**src/common/elevator_pkg.sv**
```systemverilog
`default_nettype none

package elevator_pkg;

        ////////////////////////////////////////////////////////////
        // car geometry and timing
        ////////////////////////////////////////////////////////////

        localparam int NUM_FLOORS = 5;
        localparam int TOP_FLOOR  = NUM_FLOORS - 1;
        localparam int MOVE_TICKS = 120;        // clocks per floor of travel
        localparam int DOOR_TICKS = 120;        // clocks of door dwell
        localparam int TIMER_W    = 8;          // covers both tick counts

        typedef logic [2:0]            floor_t;
        typedef logic [NUM_FLOORS-1:0] floor_mask_t;
        typedef logic [7:0]            row_t;   // active low dots

        typedef enum logic [1:0] {
                CAR_IDLE,
                CAR_MOVING,
                CAR_DOOR_OPEN
        } car_state_t;

        typedef enum logic {
                DIR_DOWN,
                DIR_UP
        } dir_t;

        ////////////////////////////////////////////////////////////
        // dot matrix glyphs for rows a to g
        ////////////////////////////////////////////////////////////

        localparam row_t BLANK_ROW = 8'b1111_1111;

        // digit sits in the low four columns
        localparam row_t DIGIT_GLYPH [NUM_FLOORS][7] = '{
                '{8'b1111_0110, 8'b1111_1110, 8'b1111_1110, 8'b1111_1010,
                  8'b1111_0010, 8'b1111_0010, 8'b1111_0111},   // floor 0
                '{8'b1111_0111, 8'b1111_1110, 8'b1111_1110, 8'b1111_1011,
                  8'b1111_0011, 8'b1111_0011, 8'b1111_0111},   // floor 1
                '{8'b1111_0110, 8'b1111_1110, 8'b1111_1111, 8'b1111_1010,
                  8'b1111_0010, 8'b1111_0011, 8'b1111_0110},   // floor 2
                '{8'b1111_0110, 8'b1111_1110, 8'b1111_1110, 8'b1111_1010,
                  8'b1111_0011, 8'b1111_0011, 8'b1111_0110},   // floor 3
                '{8'b1111_0111, 8'b1111_1110, 8'b1111_1110, 8'b1111_1011,
                  8'b1111_0011, 8'b1111_0010, 8'b1111_0110}    // floor 4
        };

        localparam row_t ARROW_UP_MASK [7] = '{
                8'b1110_1111,
                8'b1100_1111,
                8'b1101_1111,
                8'b1101_1111,
                8'b1100_1111,
                8'b1100_1111,
                8'b1110_1111
        };

        localparam row_t ARROW_DOWN_MASK [7] = '{
                8'b1110_1111,
                8'b1100_1111,
                8'b1100_1111,
                8'b1100_1111,
                8'b1100_1111,
                8'b1110_1111,
                8'b1101_1111
        };

endpackage

`default_nettype wire
```
**src/source/elevator_top.sv**
```systemverilog
`timescale 1ns/10ps
`default_nettype none

module elevator_top
(
        input  wire logic                      clk_50hz,
        input  wire logic                      rst,
        input  wire elevator_pkg::floor_mask_t floor_p,        // landing buttons
        input  wire elevator_pkg::floor_mask_t floor_d,        // cab buttons
        output wire elevator_pkg::floor_mask_t led_inside,
        output wire elevator_pkg::floor_mask_t led_outside,
        output wire logic                      door_open,
        output wire elevator_pkg::row_t        a,
        output wire elevator_pkg::row_t        b,
        output wire elevator_pkg::row_t        c,
        output wire elevator_pkg::row_t        d,
        output wire elevator_pkg::row_t        e,
        output wire elevator_pkg::row_t        f,
        output wire elevator_pkg::row_t        g,
        output wire elevator_pkg::row_t        p
);

        import elevator_pkg::*;

        floor_mask_t pending;
        floor_t      current_floor;
        dir_t        direction;
        car_state_t  state;

        call_register u_call_register (
                .clk_50hz      (clk_50hz),
                .rst           (rst),
                .floor_p       (floor_p),
                .floor_d       (floor_d),
                .door_open     (door_open),
                .current_floor (current_floor),
                .led_inside    (led_inside),
                .led_outside   (led_outside),
                .pending       (pending)
        );

        car_controller u_car_controller (
                .clk_50hz      (clk_50hz),
                .rst           (rst),
                .pending       (pending),
                .door_open     (door_open),
                .current_floor (current_floor),
                .direction     (direction),
                .state         (state)
        );

        matrix_display u_matrix_display (
                .current_floor (current_floor),
                .direction     (direction),
                .state         (state),
                .a (a), .b (b), .c (c), .d (d),
                .e (e), .f (f), .g (g), .p (p)
        );

endmodule

`default_nettype wire

```
**src/source/matrix_display.sv**
```systemverilog
`timescale 1ns/10ps
`default_nettype none

module matrix_display
(
        input  wire elevator_pkg::floor_t     current_floor,
        input  wire elevator_pkg::dir_t       direction,
        input  wire elevator_pkg::car_state_t state,
        output elevator_pkg::row_t            a,
        output elevator_pkg::row_t            b,
        output elevator_pkg::row_t            c,
        output elevator_pkg::row_t            d,
        output elevator_pkg::row_t            e,
        output elevator_pkg::row_t            f,
        output elevator_pkg::row_t            g,
        output elevator_pkg::row_t            p
);

        import elevator_pkg::*;

        row_t   rows [7];                               // rows a to g
        floor_t glyph_floor;
        logic   show_arrow;

        // out of range floors fall back to the top digit
        assign glyph_floor = (current_floor > floor_t'(TOP_FLOOR)) ? floor_t'(TOP_FLOOR)
                                                                   : current_floor;
        assign show_arrow  = (state != CAR_IDLE);

        ////////////////////////////////////////////////////////////
        // digit with arrow overlay
        ////////////////////////////////////////////////////////////

        always_comb
        begin
                for (int r = 0; r < 7; r++)
                begin
                        rows[r] = DIGIT_GLYPH[glyph_floor][r];
                        if (show_arrow)
                        begin
                                if (direction == DIR_UP)
                                        rows[r] = rows[r] & ARROW_UP_MASK[r];
                                else
                                        rows[r] = rows[r] & ARROW_DOWN_MASK[r];
                        end
                end
        end

        assign a = rows[0];
        assign b = rows[1];
        assign c = rows[2];
        assign d = rows[3];
        assign e = rows[4];
        assign f = rows[5];
        assign g = rows[6];
        assign p = BLANK_ROW;                           // unused row stays dark

endmodule

`default_nettype wire

```
**src/source/car_controller.sv**
```systemverilog
`timescale 1ns/10ps
`default_nettype none

module car_controller
(
        input  wire logic                      clk_50hz,
        input  wire logic                      rst,
        input  wire elevator_pkg::floor_mask_t pending,
        output logic                           door_open,
        output elevator_pkg::floor_t           current_floor,
        output elevator_pkg::dir_t             direction,
        output elevator_pkg::car_state_t       state
);

        import elevator_pkg::*;

        logic [TIMER_W-1:0] timer;                      // move or door ticks
        floor_mask_t        above_mask;
        floor_mask_t        below_mask;
        logic               call_here;
        logic               call_above;
        logic               call_below;
        logic               call_ahead;
        logic               call_behind;
        logic               call_at_step;
        logic               move_done;
        logic               door_done;
        floor_t             step_floor;
        dir_t               reverse_dir;

        ////////////////////////////////////////////////////////////
        // where the calls lie
        ////////////////////////////////////////////////////////////

        always_comb
        begin
                for (int i = 0; i < NUM_FLOORS; i++)
                begin
                        above_mask[i] = (floor_t'(i) > current_floor);
                        below_mask[i] = (floor_t'(i) < current_floor);
                end
        end

        assign call_here   = pending[current_floor];
        assign call_above  = |(pending & above_mask);
        assign call_below  = |(pending & below_mask);
        assign call_ahead  = (direction == DIR_UP) ? call_above : call_below;
        assign call_behind = (direction == DIR_UP) ? call_below : call_above;
        assign reverse_dir = (direction == DIR_UP) ? DIR_DOWN : DIR_UP;

        // next floor in the travel direction
        assign step_floor   = (direction == DIR_UP) ? current_floor + 3'd1
                                                    : current_floor - 3'd1;
        assign call_at_step = pending[step_floor];

        assign move_done = (timer == TIMER_W'(MOVE_TICKS - 1));
        assign door_done = (timer == TIMER_W'(DOOR_TICKS - 1));
        assign door_open = (state == CAR_DOOR_OPEN);

        ////////////////////////////////////////////////////////////
        // car FSM
        ////////////////////////////////////////////////////////////

        always_ff @(posedge clk_50hz or posedge rst)
        begin
                if (rst)
                begin
                        state         <= CAR_IDLE;
                        current_floor <= '0;
                        direction     <= DIR_UP;
                        timer         <= '0;
                end
                else
                begin
                        case (state)
                        CAR_IDLE:
                        begin
                                timer <= '0;
                                if (call_here)
                                        state <= CAR_DOOR_OPEN;
                                else if (call_ahead)
                                        state <= CAR_MOVING;
                                else if (call_behind)
                                begin
                                        state     <= CAR_MOVING;
                                        direction <= reverse_dir;
                                end
                        end
                        CAR_MOVING:
                        begin
                                if (move_done)
                                begin
                                        timer         <= '0;
                                        current_floor <= step_floor;
                                        if (call_at_step)
                                                state <= CAR_DOOR_OPEN;     // stop here
                                end
                                else
                                        timer <= timer + 1'b1;
                        end
                        CAR_DOOR_OPEN:
                        begin
                                if (door_done)
                                begin
                                        timer <= '0;
                                        // keep going, then turn, then rest
                                        if (call_ahead)
                                                state <= CAR_MOVING;
                                        else if (call_behind)
                                        begin
                                                state     <= CAR_MOVING;
                                                direction <= reverse_dir;
                                        end
                                        else
                                                state <= CAR_IDLE;
                                end
                                else
                                        timer <= timer + 1'b1;
                        end
                        default:
                        begin
                                state <= CAR_IDLE;
                                timer <= '0;
                        end
                        endcase
                end
        end

endmodule

`default_nettype wire

```
**src/source/call_register.sv**
```systemverilog
`timescale 1ns/10ps
`default_nettype none

module call_register
(
        input  wire logic                      clk_50hz,
        input  wire logic                      rst,
        input  wire elevator_pkg::floor_mask_t floor_p,        // landing buttons
        input  wire elevator_pkg::floor_mask_t floor_d,        // cab buttons
        input  wire logic                      door_open,
        input  wire elevator_pkg::floor_t      current_floor,
        output elevator_pkg::floor_mask_t      led_inside,
        output elevator_pkg::floor_mask_t      led_outside,
        output elevator_pkg::floor_mask_t      pending
);

        import elevator_pkg::*;

        floor_mask_t serve_mask;

        ////////////////////////////////////////////////////////////
        // floor being served
        ////////////////////////////////////////////////////////////

        always_comb
        begin
                for (int i = 0; i < NUM_FLOORS; i++)
                begin
                        serve_mask[i] = door_open && (current_floor == floor_t'(i));
                end
        end

        ////////////////////////////////////////////////////////////
        // lamp latches
        ////////////////////////////////////////////////////////////

        // clear beats a press on the same edge
        always_ff @(posedge clk_50hz or posedge rst)
        begin
                if (rst)
                begin
                        led_inside  <= '0;
                        led_outside <= '0;
                end
                else
                begin
                        for (int i = 0; i < NUM_FLOORS; i++)
                        begin
                                if (serve_mask[i])
                                begin
                                        led_inside[i]  <= 1'b0;
                                        led_outside[i] <= 1'b0;
                                end
                                else
                                begin
                                        if (floor_d[i])
                                                led_inside[i] <= 1'b1;
                                        if (floor_p[i])
                                                led_outside[i] <= 1'b1;
                                end
                        end
                end
        end

        // any lamp lit means the car owes a stop
        assign pending = led_inside | led_outside;

endmodule

`default_nettype wire

```
**config.mk**
```make
export PLATFORM = sky130hd
export DESIGN_NAME = elevator_top
export DESIGN_NICKNAME = d
export VERILOG_FILES = /design/src/common/elevator_pkg.sv /design/src/source/elevator_top.sv /design/src/source/matrix_display.sv /design/src/source/car_controller.sv /design/src/source/call_register.sv
export SDC_FILE = /design/constraint.sdc
export NUM_CORES = 1
export LEC_CHECK = 0
export ABC_AREA = 1
export BUFFER_PORTS_ARGS = -buffer_cell sky130_fd_sc_hd__buf_4
export CAP_MARGIN = 5
export CORE_ASPECT_RATIO = 2
export CORE_UTILIZATION = 40
export DETAILED_ROUTE_END_ITERATION = 10
export PLACE_DENSITY = 0.71
export SLEW_MARGIN = 10
export SYNTH_ARGS = -nofsm -noshare
export SYNTH_HDL_FRONTEND = slang
export SYNTH_SLANG_ARGS = --single-unit
```
**constraint.sdc**
```tcl
create_clock -name clk_50hz -period 1.94 [get_ports clk_50hz]
set_clock_uncertainty 0.15 [all_clocks]
set_input_delay 0.097 -clock clk_50hz [delete_from_list [all_inputs] [get_ports clk_50hz]]
set_output_delay 0.097 -clock clk_50hz [all_outputs]
set_load 0.005 [all_outputs]
```
; ---- Word-level counts from Yosys, hierarchy flattened
; Memories as Yosys holds them, arrays and structs flattened.
; Cells that the tools add are included.
[totals]
register_bits = 24
mem_bits_ro = 448
inputBits = 12
out_inout_bits = 75
word_cells = 131
memories = 1
[memory_table]
columns = memory, words, width, rd, rd_clocked_by_memory_dff, wr, line_no
row1 = (no name shown), 8, 56, 1, 0, 0, matrix_display.sv:38  ; rows[r] = DIGIT_GLYPH[glyph_floor][r];
[classes]
eq_ne = 12
add_sub_neg = 3
n_mux = 58
order_cmp = 14
bitwise = 4
n_reduce_logical = 25
[ops]
columns = operator, count
row1 = $mux W56, 2
row2 = $mux W6, 8
row3 = $mux W1, 30
row4 = $reduce_bool A2 Y1, 12
row5 = $mux W8, 2
row6 = $mux W5, 3
row7 = $mux W2, 7
row8 = $and A5 B5 Y5, 2
row9 = $reduce_or A5 Y1, 2
row10 = $add A8 B1 Y8 const B, 1
row11 = $eq A8 B7 Y1 const B, 1
row12 = $lt A3 B4 Y1 const B, 2
row13 = $bmux W1 S3, 2
row14 = $eq A3 B2 Y1 const B, 2
row15 = $gt A1 B3 Y1 const A, 2
row16 = $gt A2 B3 Y1 const A, 2
row17 = $lt A1 B3 Y1 const A, 2
row18 = $lt A2 B3 Y1 const A, 2
row19 = $mux W3, 2
row20 = $ne A2 B1 Y1 const B, 3
row21 = $pmux W2 S3, 1
row22 = $logic_and A1 B1 Y1, 5
row23 = $or A5 B5 Y5, 1
row24 = $ge A4 B4 Y1 const B, 1
row25 = 19 further kinds, 19

; ---- Longest topological paths before layout
; Gate-level depths: netlist of run 1.
[logic_depth]
depth_word = 8
ltp_mapped = 14
mapped_depth_nobuf = 13

; ---- Modules after synthesis
; A second synthesis of run 1 with hierarchy kept.
[hier_totals]
cells_unflattened = 278
hier_area_um2 = 1996.9
[modules_own_cells]
columns = module, cells_per_inst, instances, seq_area_each_um2, area_each_um2
row1 = car_controller, 156, 1, 351.6, 1079.8
row2 = matrix_display, 71, 1, 0.0, 490.5
row3 = call_register, 51, 1, 250.2, 426.7

; ---- Worst setup path after synthesis of run 1
; No wires, ideal clock.
[synth_path]
kind = register -> register
startpoint = register u_car_controller.current_floor[0]
endpoint = register u_car_controller.state[0]
setup_slack_ps = 120
stages_incl_launch_ff = 14
required_ps = 1674
arrival_time_ps = 1553
path_buffers = 1
period_less_slack_ps = 1820
setup_ps = 116
cell_sequence = dfrtp_1 buf_6 inv_8 ha_1 inv_1 nand2_1 nand2_1 nand3_1 a21oi_1 nand2_1 nand2_1 nand3_1 nand2_1 nand2_1
[synth_between]
elab_chain_cells = 8
elab_cells_between_ends = 32
cone_classes = add/sub: 2 / order compare: 10 / eq/ne: 2 / mux: 13 / bitwise: 2 / reduce/logical: 3
[synth_lines]
columns = item, line_no
row1 = start: declaration, car_controller.sv:10  ; output elevator_pkg::floor_t current_floor,
row2 = start signal: assignment, car_controller.sv:94  ; current_floor <= step_floor;
row3 = "$gt A1 B3 Y1, or another cell as far along", car_controller.sv:39  ; above_mask[i] = (floor_t'(i) > current_floor);
row4 = $and A5 B5 Y5 (on tied branches), "car_controller.sv:45, car_controller.sv:46"
row5 = $reduce_or A5 Y1 (on tied branches), "car_controller.sv:45, car_controller.sv:46"
row6 = $mux W1, car_controller.sv:48  ; assign call_behind = (direction == DIR_UP) ? call_below : call_above;
row7 = $mux W1, car_controller.sv:109  ; else if (call_behind)
row8 = $mux W2, car_controller.sv:107  ; if (call_ahead)
row9 = $mux W2, car_controller.sv:103  ; if (door_done)
row10 = $pmux W2 S3, car_controller.sv:75  ; case (state)
row11 = end signal: assignment, car_controller.sv:80  ; state <= CAR_DOOR_OPEN;
row12 = end signal: assignment, car_controller.sv:108  ; state <= CAR_MOVING;
row13 = end signal: assignment, car_controller.sv:111  ; state <= CAR_MOVING;
row14 = end: declaration, car_controller.sv:12  ; output elevator_pkg::car_state_t state
; Several ways; a longest one is shown, not always the timed one. The select of a mux whose other input is x is not followed.
; A chain may end at the register's enable or synchronous reset.

; ---- Final worst setup path of run 1
[layout_path]
startpoint = register u_car_controller.current_floor[1]
endpoint = register u_car_controller.state[1]
[layout_between]
elab_chain_cells = 7
elab_cells_between_ends = 29
cone_classes = add/sub: 2 / order compare: 10 / eq/ne: 2 / mux: 10 / bitwise: 2 / reduce/logical: 3
[layout_lines]
columns = item, line_no
row1 = branches (longest 7 deep; another with $sub A3 B1 Y3), n/a
row2 = end signal: assignment, car_controller.sv:80
row3 = end signal: assignment, car_controller.sv:82  ; state <= CAR_MOVING;
row4 = end signal: assignment, car_controller.sv:85  ; state <= CAR_MOVING;
; Parallel ways; which one is timed is not known. The select of a mux whose other input is x is not followed.

==> results of run 1 <==
## Yosys cell counts
master / instances
dfrtp_1: 23
o21ai_0: 15
inv_8: 1
xnor2_1: 1
inv_2: 4
nand2_4: 1
nand3_2: 1
nor3_1: 1
nor2_2: 1
buf_12: 1
buf_6: 2
nand2_1: 69
buf_4: 56
o21a_1: 1
nor2_1: 30
xor2_1: 3
conb_1: 2
ha_1: 10
clkbuf_1: 1
inv_6: 1
inv_1: 31
nand2_2: 6
dfstp_2: 1
nand3_1: 24
a21oi_1: 4
a31oi_1: 1
nand4_1: 1
## worst max-delay path: stages (launching register included)
cell and delay [ns]:
dfrtp_1 0.42, inv_2 0.13, ha_4 0.22, inv_1 0.06
nand2_1 0.05, nand2_1 0.09, nand3_1 0.12, a21oi_2 0.15
nand2_1 0.06, nand2_1 0.07, nand3_2 0.08, nand2_1 0.08
nand2_1 0.05
## kinds of logic after synthesis
group / share of synthesized area [%]
compound gates: 5.27
xor+xnor: 1.70
fa+ha+maj: 6.06
buf+inv: 29.9
flops: 29.2
other cells: 0.364
simple gates: 27.5
## layout make-up
class,count,area [um^2]
Fill cell,487,2440
Multi-Input combinational cell,214,1050
Sequential cell,24,603
Timing Repair Buffer,66,527
Inverter,37,151
Tap cell,57,71.3
Clock buffer,3,41.3
Clock inverter,1,30.0
## sequential cells by signal, summed over array words and instances, names as in the netlist
register / count
u_call_register.led_inside: 5
u_call_register.led_outside: 5
u_car_controller.current_floor: 3
u_car_controller.direction: 1
u_car_controller.state: 2
u_car_controller.timer: 8
## through the flow
| stage | setup TNS (ns) | cells | util [%] |
|---|---|---|---|
| 2_1_floorplan | 0 | 335 | - |
| 4_1_cts | 0 | 397 | 48.6 |
| 5_1_grt | -0.00636 | 402 | 50.3 |
| 3_5_place_dp | 0 | 382 | 44.9 |
| 3_3_place_gp | 0 | 382 | 44.9 |
| 6_report | 0 | 402 | 50.3 |
## layer usage
layer	up-vias	GRT usage [%]	share of wire, %
met4	0	7.33	4.4
met3	17	2.06	5.0
met5	-	0	0
li1	900	-	-
met2	82	31.0	53
met1	829	17.1	37
## power by group
part / internal [mW] / switching [mW]
sequential: 0.563 / 0.0613
combinational: 0.396 / 0.440
clock: 0.276 / 0.164
## final timing paths
kind	endpoint	startpoint	slack, ns
max	u_car_controller.state[1]	u_car_controller.current_floor[1]	0.12
min	u_car_controller.current_floor[2]	rst	0.28
max reg2reg	u_car_controller.state[1]	u_car_controller.current_floor[1]	0.12
min reg2reg	u_car_controller.timer[0]	u_car_controller.timer[0]	0.32
max in group asynchronous	u_car_controller.direction	rst	1.08
min in group clk_50hz	u_car_controller.timer[0]	u_car_controller.timer[0]	0.32
## layout by cell type, fill, tap and decap left out, types with 3 or more instances in the layout
| master | instances |
|---|---|
| nand2_1 | 68 |
| buf_4 | 54 |
| conb_1 | 45 |
| inv_1 | 30 |
| nor2_1 | 28 |
| dfrtp_1 | 22 |
| nand3_1 | 21 |
| o21ai_0 | 15 |
| dlygate4sd3_1 | 11 |
| ha_1 | 8 |
| nand2_2 | 7 |
| inv_2 | 5 |
| nand3_2 | 4 |
| nor2_2 | 3 |
| a21oi_1 | 3 |
| xor2_1 | 3 |
| clkbuf_8 | 3 |
## what timing repair did
action / in CTS / in global routing
setup endpoints to repair: 0 / 2
setup buffers: 0 / 5
hold buffers: 11 / 0
gates resized for setup: 0 / 12
hold endpoints to repair: 34 / 0
==> flow_metrics.tcl, run 1 <==
set metrics [dict create \
    status "completed" \
    critical_path_class "flop to flop" \
    root_buffer "clkbuf_8" \
    cts.path.max_buffers 2 \
    placed_cell_area_um2 2210 \
    arrival_ns 1.85 \
    syn_inst 292 \
    clk_latency_ns 0.27 \
    boundaryPins 87 \
    total_power_mw 1.90 \
    gp_congestion 0.852 \
    dp_hpwl_mm 3.34 \
    ys_ff_latch 24 \
    seq_area_frac_synth_pct 29.2 \
    drc 0 \
    synthTopCellsByArea "dfrtp_1 (28%), buf_4 (20%), nand2_1 (13%)" \
    avgSynthCellArea_um2 7.07 \
    yosysUniqueCellTypes 27 \
    end_kind "flop" \
    drv_cap 0 \
    final_max_slew_viol_count 0 \
    synth_top_area_share_pct 27.9 \
    h-tree-depth 1 \
    crit_fanout 5 \
    antenna_found_initial 0 \
    drt_iter0_drc 49 \
    final_area_um2 2470 \
    die_w_um 52.8 \
    grt.overflow.total 0 \
    path_clk_slew_ns 0.09 \
    core-area_um2 4910 \
    diodes 0 \
    routed_wl_mm 4.24 \
    fmax_ghz 0.549 \
    final_hold_viol_count 0 \
    powerDensity_nw_per_um2 769 \
    cts_tree "built" \
    cts_buffers 3 \
    crit_required_ns 1.96 \
    fin_crit_sh_pct 93.9 \
    grt_pass1_vias 1703 \
    clkSinkCount 24 \
    first_pass_iters 4 \
    grt_usage_pct 16.7 \
    start_util_pct 42.0 \
    dp_slack_ns 0.0548 \
    ant_nets 0 \
    ir_worst_vdd_uv 738 \
    min_period_ns 1.82 \
    port_buffers 41 \
    worstHoldPathType "input pin to async pin" \
    setup_viol_count_final 0 \
    num_vias 1828 \
    die_area_um2 5470 \
    drive_gt1_share_pct 24.9 \
    fp-row-count 36 \
    start_kind "flop" \
    chipHeight_um 104 \
    vias_per_cell 4.55 \
    synth.cell_area_um2 2060 \
    whs_ns 0.279 \
    fin_ws_ns 0.117 \
    nets 368 \
    reg2reg_depth 12 \
    areaGrowthSynthToFinish_pct 19.7 \
    wl_per_cell_um 10.5 \
    grt_pass1_wl_mm 7.09 \
    ys_warn_count 0 \
    leakage_nw 1.35 \
    grt_max_degree 25 \
    yosys.area.top_type "dfrtp_1" \
]
(Power assumes the default switching activity.)
==> inputs of run 2 (changes only) <==
PLACE_DENSITY = 0.72   (was 0.71)
SYNTH_HIERARCHICAL = 1   (was not set)
==> run 2 against run 1 <==
First-iteration DRC count fell by 51%. Design area is 7.3% lower. Register-to-register slack hardly changed. Worst setup slack got worse by 0.0040 ns. Maximum frequency fell by 0.22%. Cell count is 5.2% lower. Total power fell by 7.8%. Core utilization is 2.8 points lower.
==> flow_metrics.tcl, run 2 <==
set metrics [dict create \
    diodes 0 \
    ir_worst_vdd_uv 537 \
    num_vias 1687 \
    final_cell_mix "nand2_1 (57), buf_4 (45), conb_1 (45), nor2_1 (39), inv_1 (24)" \
    gp_congestion 0.835 \
    synth_top_area_share_pct 28.8 \
    h-tree-depth 1 \
    yosys.area.top_type "dfrtp_1" \
    cts_buffers 3 \
    cts_resized 0 \
    setup_viol_count_final 0 \
    root_buffer "clkbuf_8" \
    fmax_ghz 0.547 \
    dp_hpwl_mm 3.08 \
    start_kind "flop" \
    multi_input_area_um2 1010 \
    wl_per_cell_um 10.5 \
    powerDensity_nw_per_um2 765 \
    drv_cap 0 \
    slew_headroom_pct 60.3 \
    antenna_found_initial 0 \
    first_pass_iters 4 \
    r2r-start "u_car_controller/current_floor[0]" \
    avgSynthCellArea_um2 7.18 \
    synth.cell_area_um2 2000 \
    final_hold_viol_count 0 \
    grt_pass1_wl_mm 6.40 \
    fin_crit_sh_pct 94.2 \
    reg_top3 "u_car_controller/timer (8), u_call_register/led_inside (5), u_call_register/led_outside (5)" \
    leakage_nw 1.22 \
    regArea_um2 602 \
    final_max_slew_viol_count 0 \
    clkSinkCount 24 \
    end_kind "flop" \
    largest_reg_flops 8 \
    grt_usage_pct 16.3 \
    nets 345 \
    path_clk_slew_ns 0.09 \
    port_buffers 41 \
    rsz0062_at_grt "no" \
    whs_ns 0.211 \
    worstHoldPathType "input pin to async pin" \
    chipHeight_um 102 \
    r2r-end "u_car_controller/state[1]" \
    grt.overflow.total 0 \
    worst-slew-pin-transition_ns 0.595 \
    met2_length_mm 2.35 \
    routed_wl_mm 4.00 \
    die_area_um2 5300 \
    drive_gt1_share_pct 25.3 \
    cts.path.max_buffers 2 \
    fp-row-count 36 \
    synth_most_common_cell "nand2_1" \
    crit_path_end "u_car_controller/state[1]" \
    yosysUniqueCellTypes 29 \
    met3_length_um 148 \
    seq_area_frac_synth_pct 30.1 \
    drt_iter0_drc 24 \
    synth_common_cells "nand2_1 (57), buf_4 (56), nor2_1 (39)" \
    stdcell_count 381 \
    r2r_setup_slack_ns 0.11 \
    arrival_ns 1.84 \
    grt_max_degree 15 \
    die_w_um 52.0 \
    min_period_ns 1.83 \
    reg2reg_depth 12 \
    critical_path_class "flop to flop" \
    tns_ns 0 \
    ant_nets 0 \
    drc 0 \
    synthArstFlopShare_pct 100 \
    synthTopCellsByArea "dfrtp_1 (29%), buf_4 (21%), nand2_1 (11%)" \
    synthFlopType "dfrtp_1" \
    start_util_pct 41.4 \
    crit_fanout 6 \
    grt_pass1_vias 1497 \
    crit_start "u_car_controller/current_floor[0]" \
    status "completed" \
    areaGrowthSynthToFinish_pct 14.7 \
    final_common_cell "nand2_1" \
    clk_latency_ns 0.27 \
    core-area_um2 4820 \
    cts_setup_buffers 0 \
    nFillCells 488 \
    boundaryPins 87 \
    cts_tree "built" \
    crit_required_ns 1.96 \
    m1WireLength_mm 1.37 \
    top_layer_used "met4" \
    ys_warn_count 6 \
    syn_inst 278 \
    synth_edf_count 0 \
    placedCellCount 366 \
    ys_ff_latch 24 \
    top_register "u_car_controller/timer" \
    vias_per_cell 4.43 \
]
-- run 2: final cells by class --
| type | count | share of cell area (%) |
|---|---|---|
| multi-input combinational | 209 | 44.0 |
| tap | 57 | 3.11 |
| timing repair buffer | 56 | 19.6 |
| sequential | 24 | 26.3 |
| inverter | 31 | 5.08 |
| clock buffer | 4 | 1.97 |
-- run 2: timing repair --
action / CTS / global route
hold buffers: 11 / 0
hold endpoints to repair: 33 / 0
endpoints found under the setup margin: 0 / 0
-- run 2: kinds of logic after synthesis --
kind of cell	Yosys count	share of synthesized area [%]
compound gates	18	5.45
xor+xnor	3	1.32
fa+ha+maj	8	5.01
buf+inv	88	27.4
flops	24	30.1
other cells	2	0.376
simple gates	135	30.3
-- run 2: worst max-delay path: stages (launching register included) --
cell and delay (ns):
dfrtp_1 0.39, inv_2 0.08, ha_1 0.34, inv_1 0.07, nand2_1 0.04, nand2_1 0.10
nand3_1 0.08, nand2_1 0.07, nand3_1 0.08, nand2_1 0.10, nand2_2 0.08, nand2_1 0.08
o21ai_2 0.05
-- run 2: how the worst min path moves through the flow --
| stage | to | start | slack (ns) |
|---|---|---|---|
| final | u_call_register/led_outside[4] | rst | 0.21 |
| after global routing | u_call_register/led_outside[4] | rst | 0.24 |
| after detailed placement | u_call_register/led_outside[4] | rst | -0.04 |
| after floorplan | u_call_register/led_inside[0] | rst | -0.21 |
| after CTS | u_call_register/led_outside[4] | rst | 0.21 |
| after global placement | u_call_register/led_outside[4] | rst | -0.04 |
-- run 2: metrics by stage --
stage | cell area [um^2] | util [%] | worst slack [ns] | power (mW)
2_1_floorplan | 2160 | - | 0.0626 | 1.28
3_3_place_gp | 2140 | 44.3 | 0.153 | 1.42
3_5_place_dp | 2140 | 44.3 | 0.139 | 1.44
4_1_cts | 2290 | 47.5 | 0.125 | 1.77
5_1_grt | 2290 | 47.5 | 0.00673 | 1.91
6_report | 2290 | 47.5 | 0.113 | 1.75
-- run 2: routing by layer --
| metal | GRT usage, % | up-vias |
|---|---|---|
| li1 | - | 839 |
| met3 | 1.49 | 11 |
| met1 | 16.2 | 771 |
| met2 | 30.9 | 66 |
| met4 | 9.36 | 0 |
| met5 | 0 | - |
-- run 2: power breakdown --
part / switching [mW] / total [mW] / internal (mW)
logic: 0.440 / 0.817 / 0.376
clock network: 0.163 / 0.310 / 0.147
registers: 0.0625 / 0.625 / 0.563
total: 0.666 / 1.75 / 1.09
==> inputs of run 3 (changes only) <==
CORE_ASPECT_RATIO = 0.6   (was 2)
RECOVER_POWER = 25   (was not set)
==> run 3 against run 2 <==
Design area up 1.6%. Core utilization is 2.2 points higher. Total power is 2.5% higher. Via count fell by 3.3%. Die area shrank 0.14%. Critical path depth shrank 1. Maximum frequency is 2.1% higher. Largest cell class unchanged. Largest power group unchanged. Highest routed layer unchanged.
==> flow_metrics.tcl, run 3 (same netlist as run 2, synthesis figures left out) <==
set metrics [dict create \
    status "completed" \
    clk_latency_ns 0.27 \
    grt_pass1_vias 1341 \
    num_vias 1632 \
    grt_max_degree 16 \
    grt_pass1_wl_mm 6.10 \
    final_cell_mix "nand2_1 (56), conb_1 (45), buf_4 (42), nor2_1 (39), inv_1 (24)" \
    power_frac_comb_pct 46.5 \
    cts_buffers 3 \
    chipHeight_um 56.7 \
    grt.overflow.total 0 \
    die_w_um 93.2 \
    final_max_slew_viol_count 0 \
    largest_reg_flops 8 \
    top_register "u_car_controller/timer" \
    port_buffers 41 \
    areaGrowthSynthToFinish_pct 16.5 \
    reg_top3 "u_car_controller/timer (8), u_call_register/led_inside (5), u_call_register/led_outside (5)" \
    antenna_found_initial 0 \
    path_clk_slew_ns 0.09 \
    drt_iter0_drc 113 \
    cts_tree "built" \
    core-area_um2 4680 \
    placed_cell_area_um2 2140 \
    worstHoldPathType "input pin to async pin" \
    crit_required_ns 2.01 \
    cts_setup_buffers 0 \
    seqPwrFrac_pct 34.2 \
    wl_per_cell_um 10.2 \
    end_kind "flop" \
    setup_viol_count_final 0 \
    start_util_pct 42.6 \
    final_area_um2 2330 \
    grt_usage_pct 15.0 \
    final_common_cell "nand2_1" \
    drc 0 \
    drv_cap 0 \
    fin_crit_sh_pct 92.2 \
    first_pass_iters 4 \
    leakage_nw 1.23 \
    slew_headroom_pct 63.0 \
    nets 344 \
    r2r_setup_slack_ns 0.15 \
    vias_per_cell 4.23 \
    p_switching_mw 0.666 \
    worst-slew-pin-transition_ns 0.554 \
    powerDensity_nw_per_um2 771 \
    diodes 0 \
    die_area_um2 5290 \
    fp-row-count 19 \
    final_hold_viol_count 0 \
    routed_wl_mm 3.93 \
    ant_nets 0 \
    r2r-start "u_call_register/led_outside[0]" \
    p_int_mw 1.13 \
    switching_share_pct 37.1 \
    ir_worst_vdd_uv 438 \
    min_period_ns 1.79 \
    start_kind "flop" \
    rsz0062_at_grt "no" \
    arrival_ns 1.86 \
    reg2reg_depth 11 \
    root_buffer "clkbuf_8" \
    boundaryPins 87 \
    dp_hpwl_mm 2.95 \
    tns_ns 0 \
    p_clk_share_pct 19.3 \
    cts.path.max_buffers 2 \
    gp_congestion 0.892 \
    fmax_ghz 0.559 \
    drive_gt1_share_pct 26.3 \
    h-tree-depth 1 \
    critical_path_class "flop to flop" \
    clkSinkCount 24 \
    crit_fanout 3 \
    r2r-end "u_car_controller/direction" \
]
-- run 3: changes by cell type in the layout (fill, tap and decap cells not counted), sizes merged --
cell / delta
clkbuf: +1
buf: -2
-- run 3: area by class of cell --
type	instances	area, um^2
well taps	63	78.8
inverters	31	116
multi-input cells	209	1030
clock buffers	4	55.1
repair buffers	55	444
fillers	459	2360
flip-flops and latches	24	602
-- run 3: worst max-delay path, cell delays in order, from the launching register on --
cell and delay (ns):
dfrtp_1 0.39, or2_2 0.33, inv_1 0.08, nand2_1 0.05, nand3_1 0.06, o21ai_1 0.11, nor2_2 0.12, nand2_1 0.08
a21boi_2 0.18, nand2_1 0.07, nand2_1 0.06, nand2_1 0.04
-- run 3: through the flow --
stage	setup slack, ns	util, %	hold slack [ns]	std cells	power, mW
floorplan	0.0626	-	-0.213	321	1.28
global placement	0.199	45.6	-0.0311	371	1.43
detailed placement	0.143	45.6	-0.0265	371	1.44
CTS	0.127	49.1	0.221	386	1.82
global route	0.0109	49.7	0.260	386	1.94
finish	0.151	49.7	0.214	386	1.79
-- run 3: per-layer routing --
metal  GRT usage, %  up-vias  wire, um
li1               -      840         -
met1           21.0      727      1860
met2           22.4       60      1790
met3           3.79        5       226
met4           5.05        0        43
met5              0        -         0
-- run 3: worst max path at each step --
stage,to,cells past startpoint,slack [ns],startpoint
floorplan,u_car_controller/state[1],12,0.06,u_car_controller/current_floor[0]
global placement,u_car_controller/state[1],12,0.20,u_car_controller/current_floor[0]
detailed placement,u_car_controller/state[1],12,0.14,u_car_controller/current_floor[0]
CTS,u_car_controller/state[1],12,0.13,u_car_controller/current_floor[0]
global route,u_car_controller/direction,11,0.01,u_call_register/led_outside[0]
finish,u_car_controller/direction,11,0.15,u_call_register/led_outside[0]
-- run 3: what timing repair did --
item | in CTS | in global routing
setup endpoints to repair | 0 | 2
hold endpoints to repair | 33 | 0
gates resized for setup | 0 | 4
hold buffers | 11 | 0
-- run 3: power groups by stage --
stage	logic (mW)	registers [mW]	clock network [mW]
6_report	0.834	0.614	0.347
5_1_grt	0.942	0.625	0.374
4_1_cts	0.840	0.615	0.364
3_5_place_dp	0.819	0.625	0
3_3_place_gp	0.806	0.624	0
2_1_floorplan	0.650	0.626	0
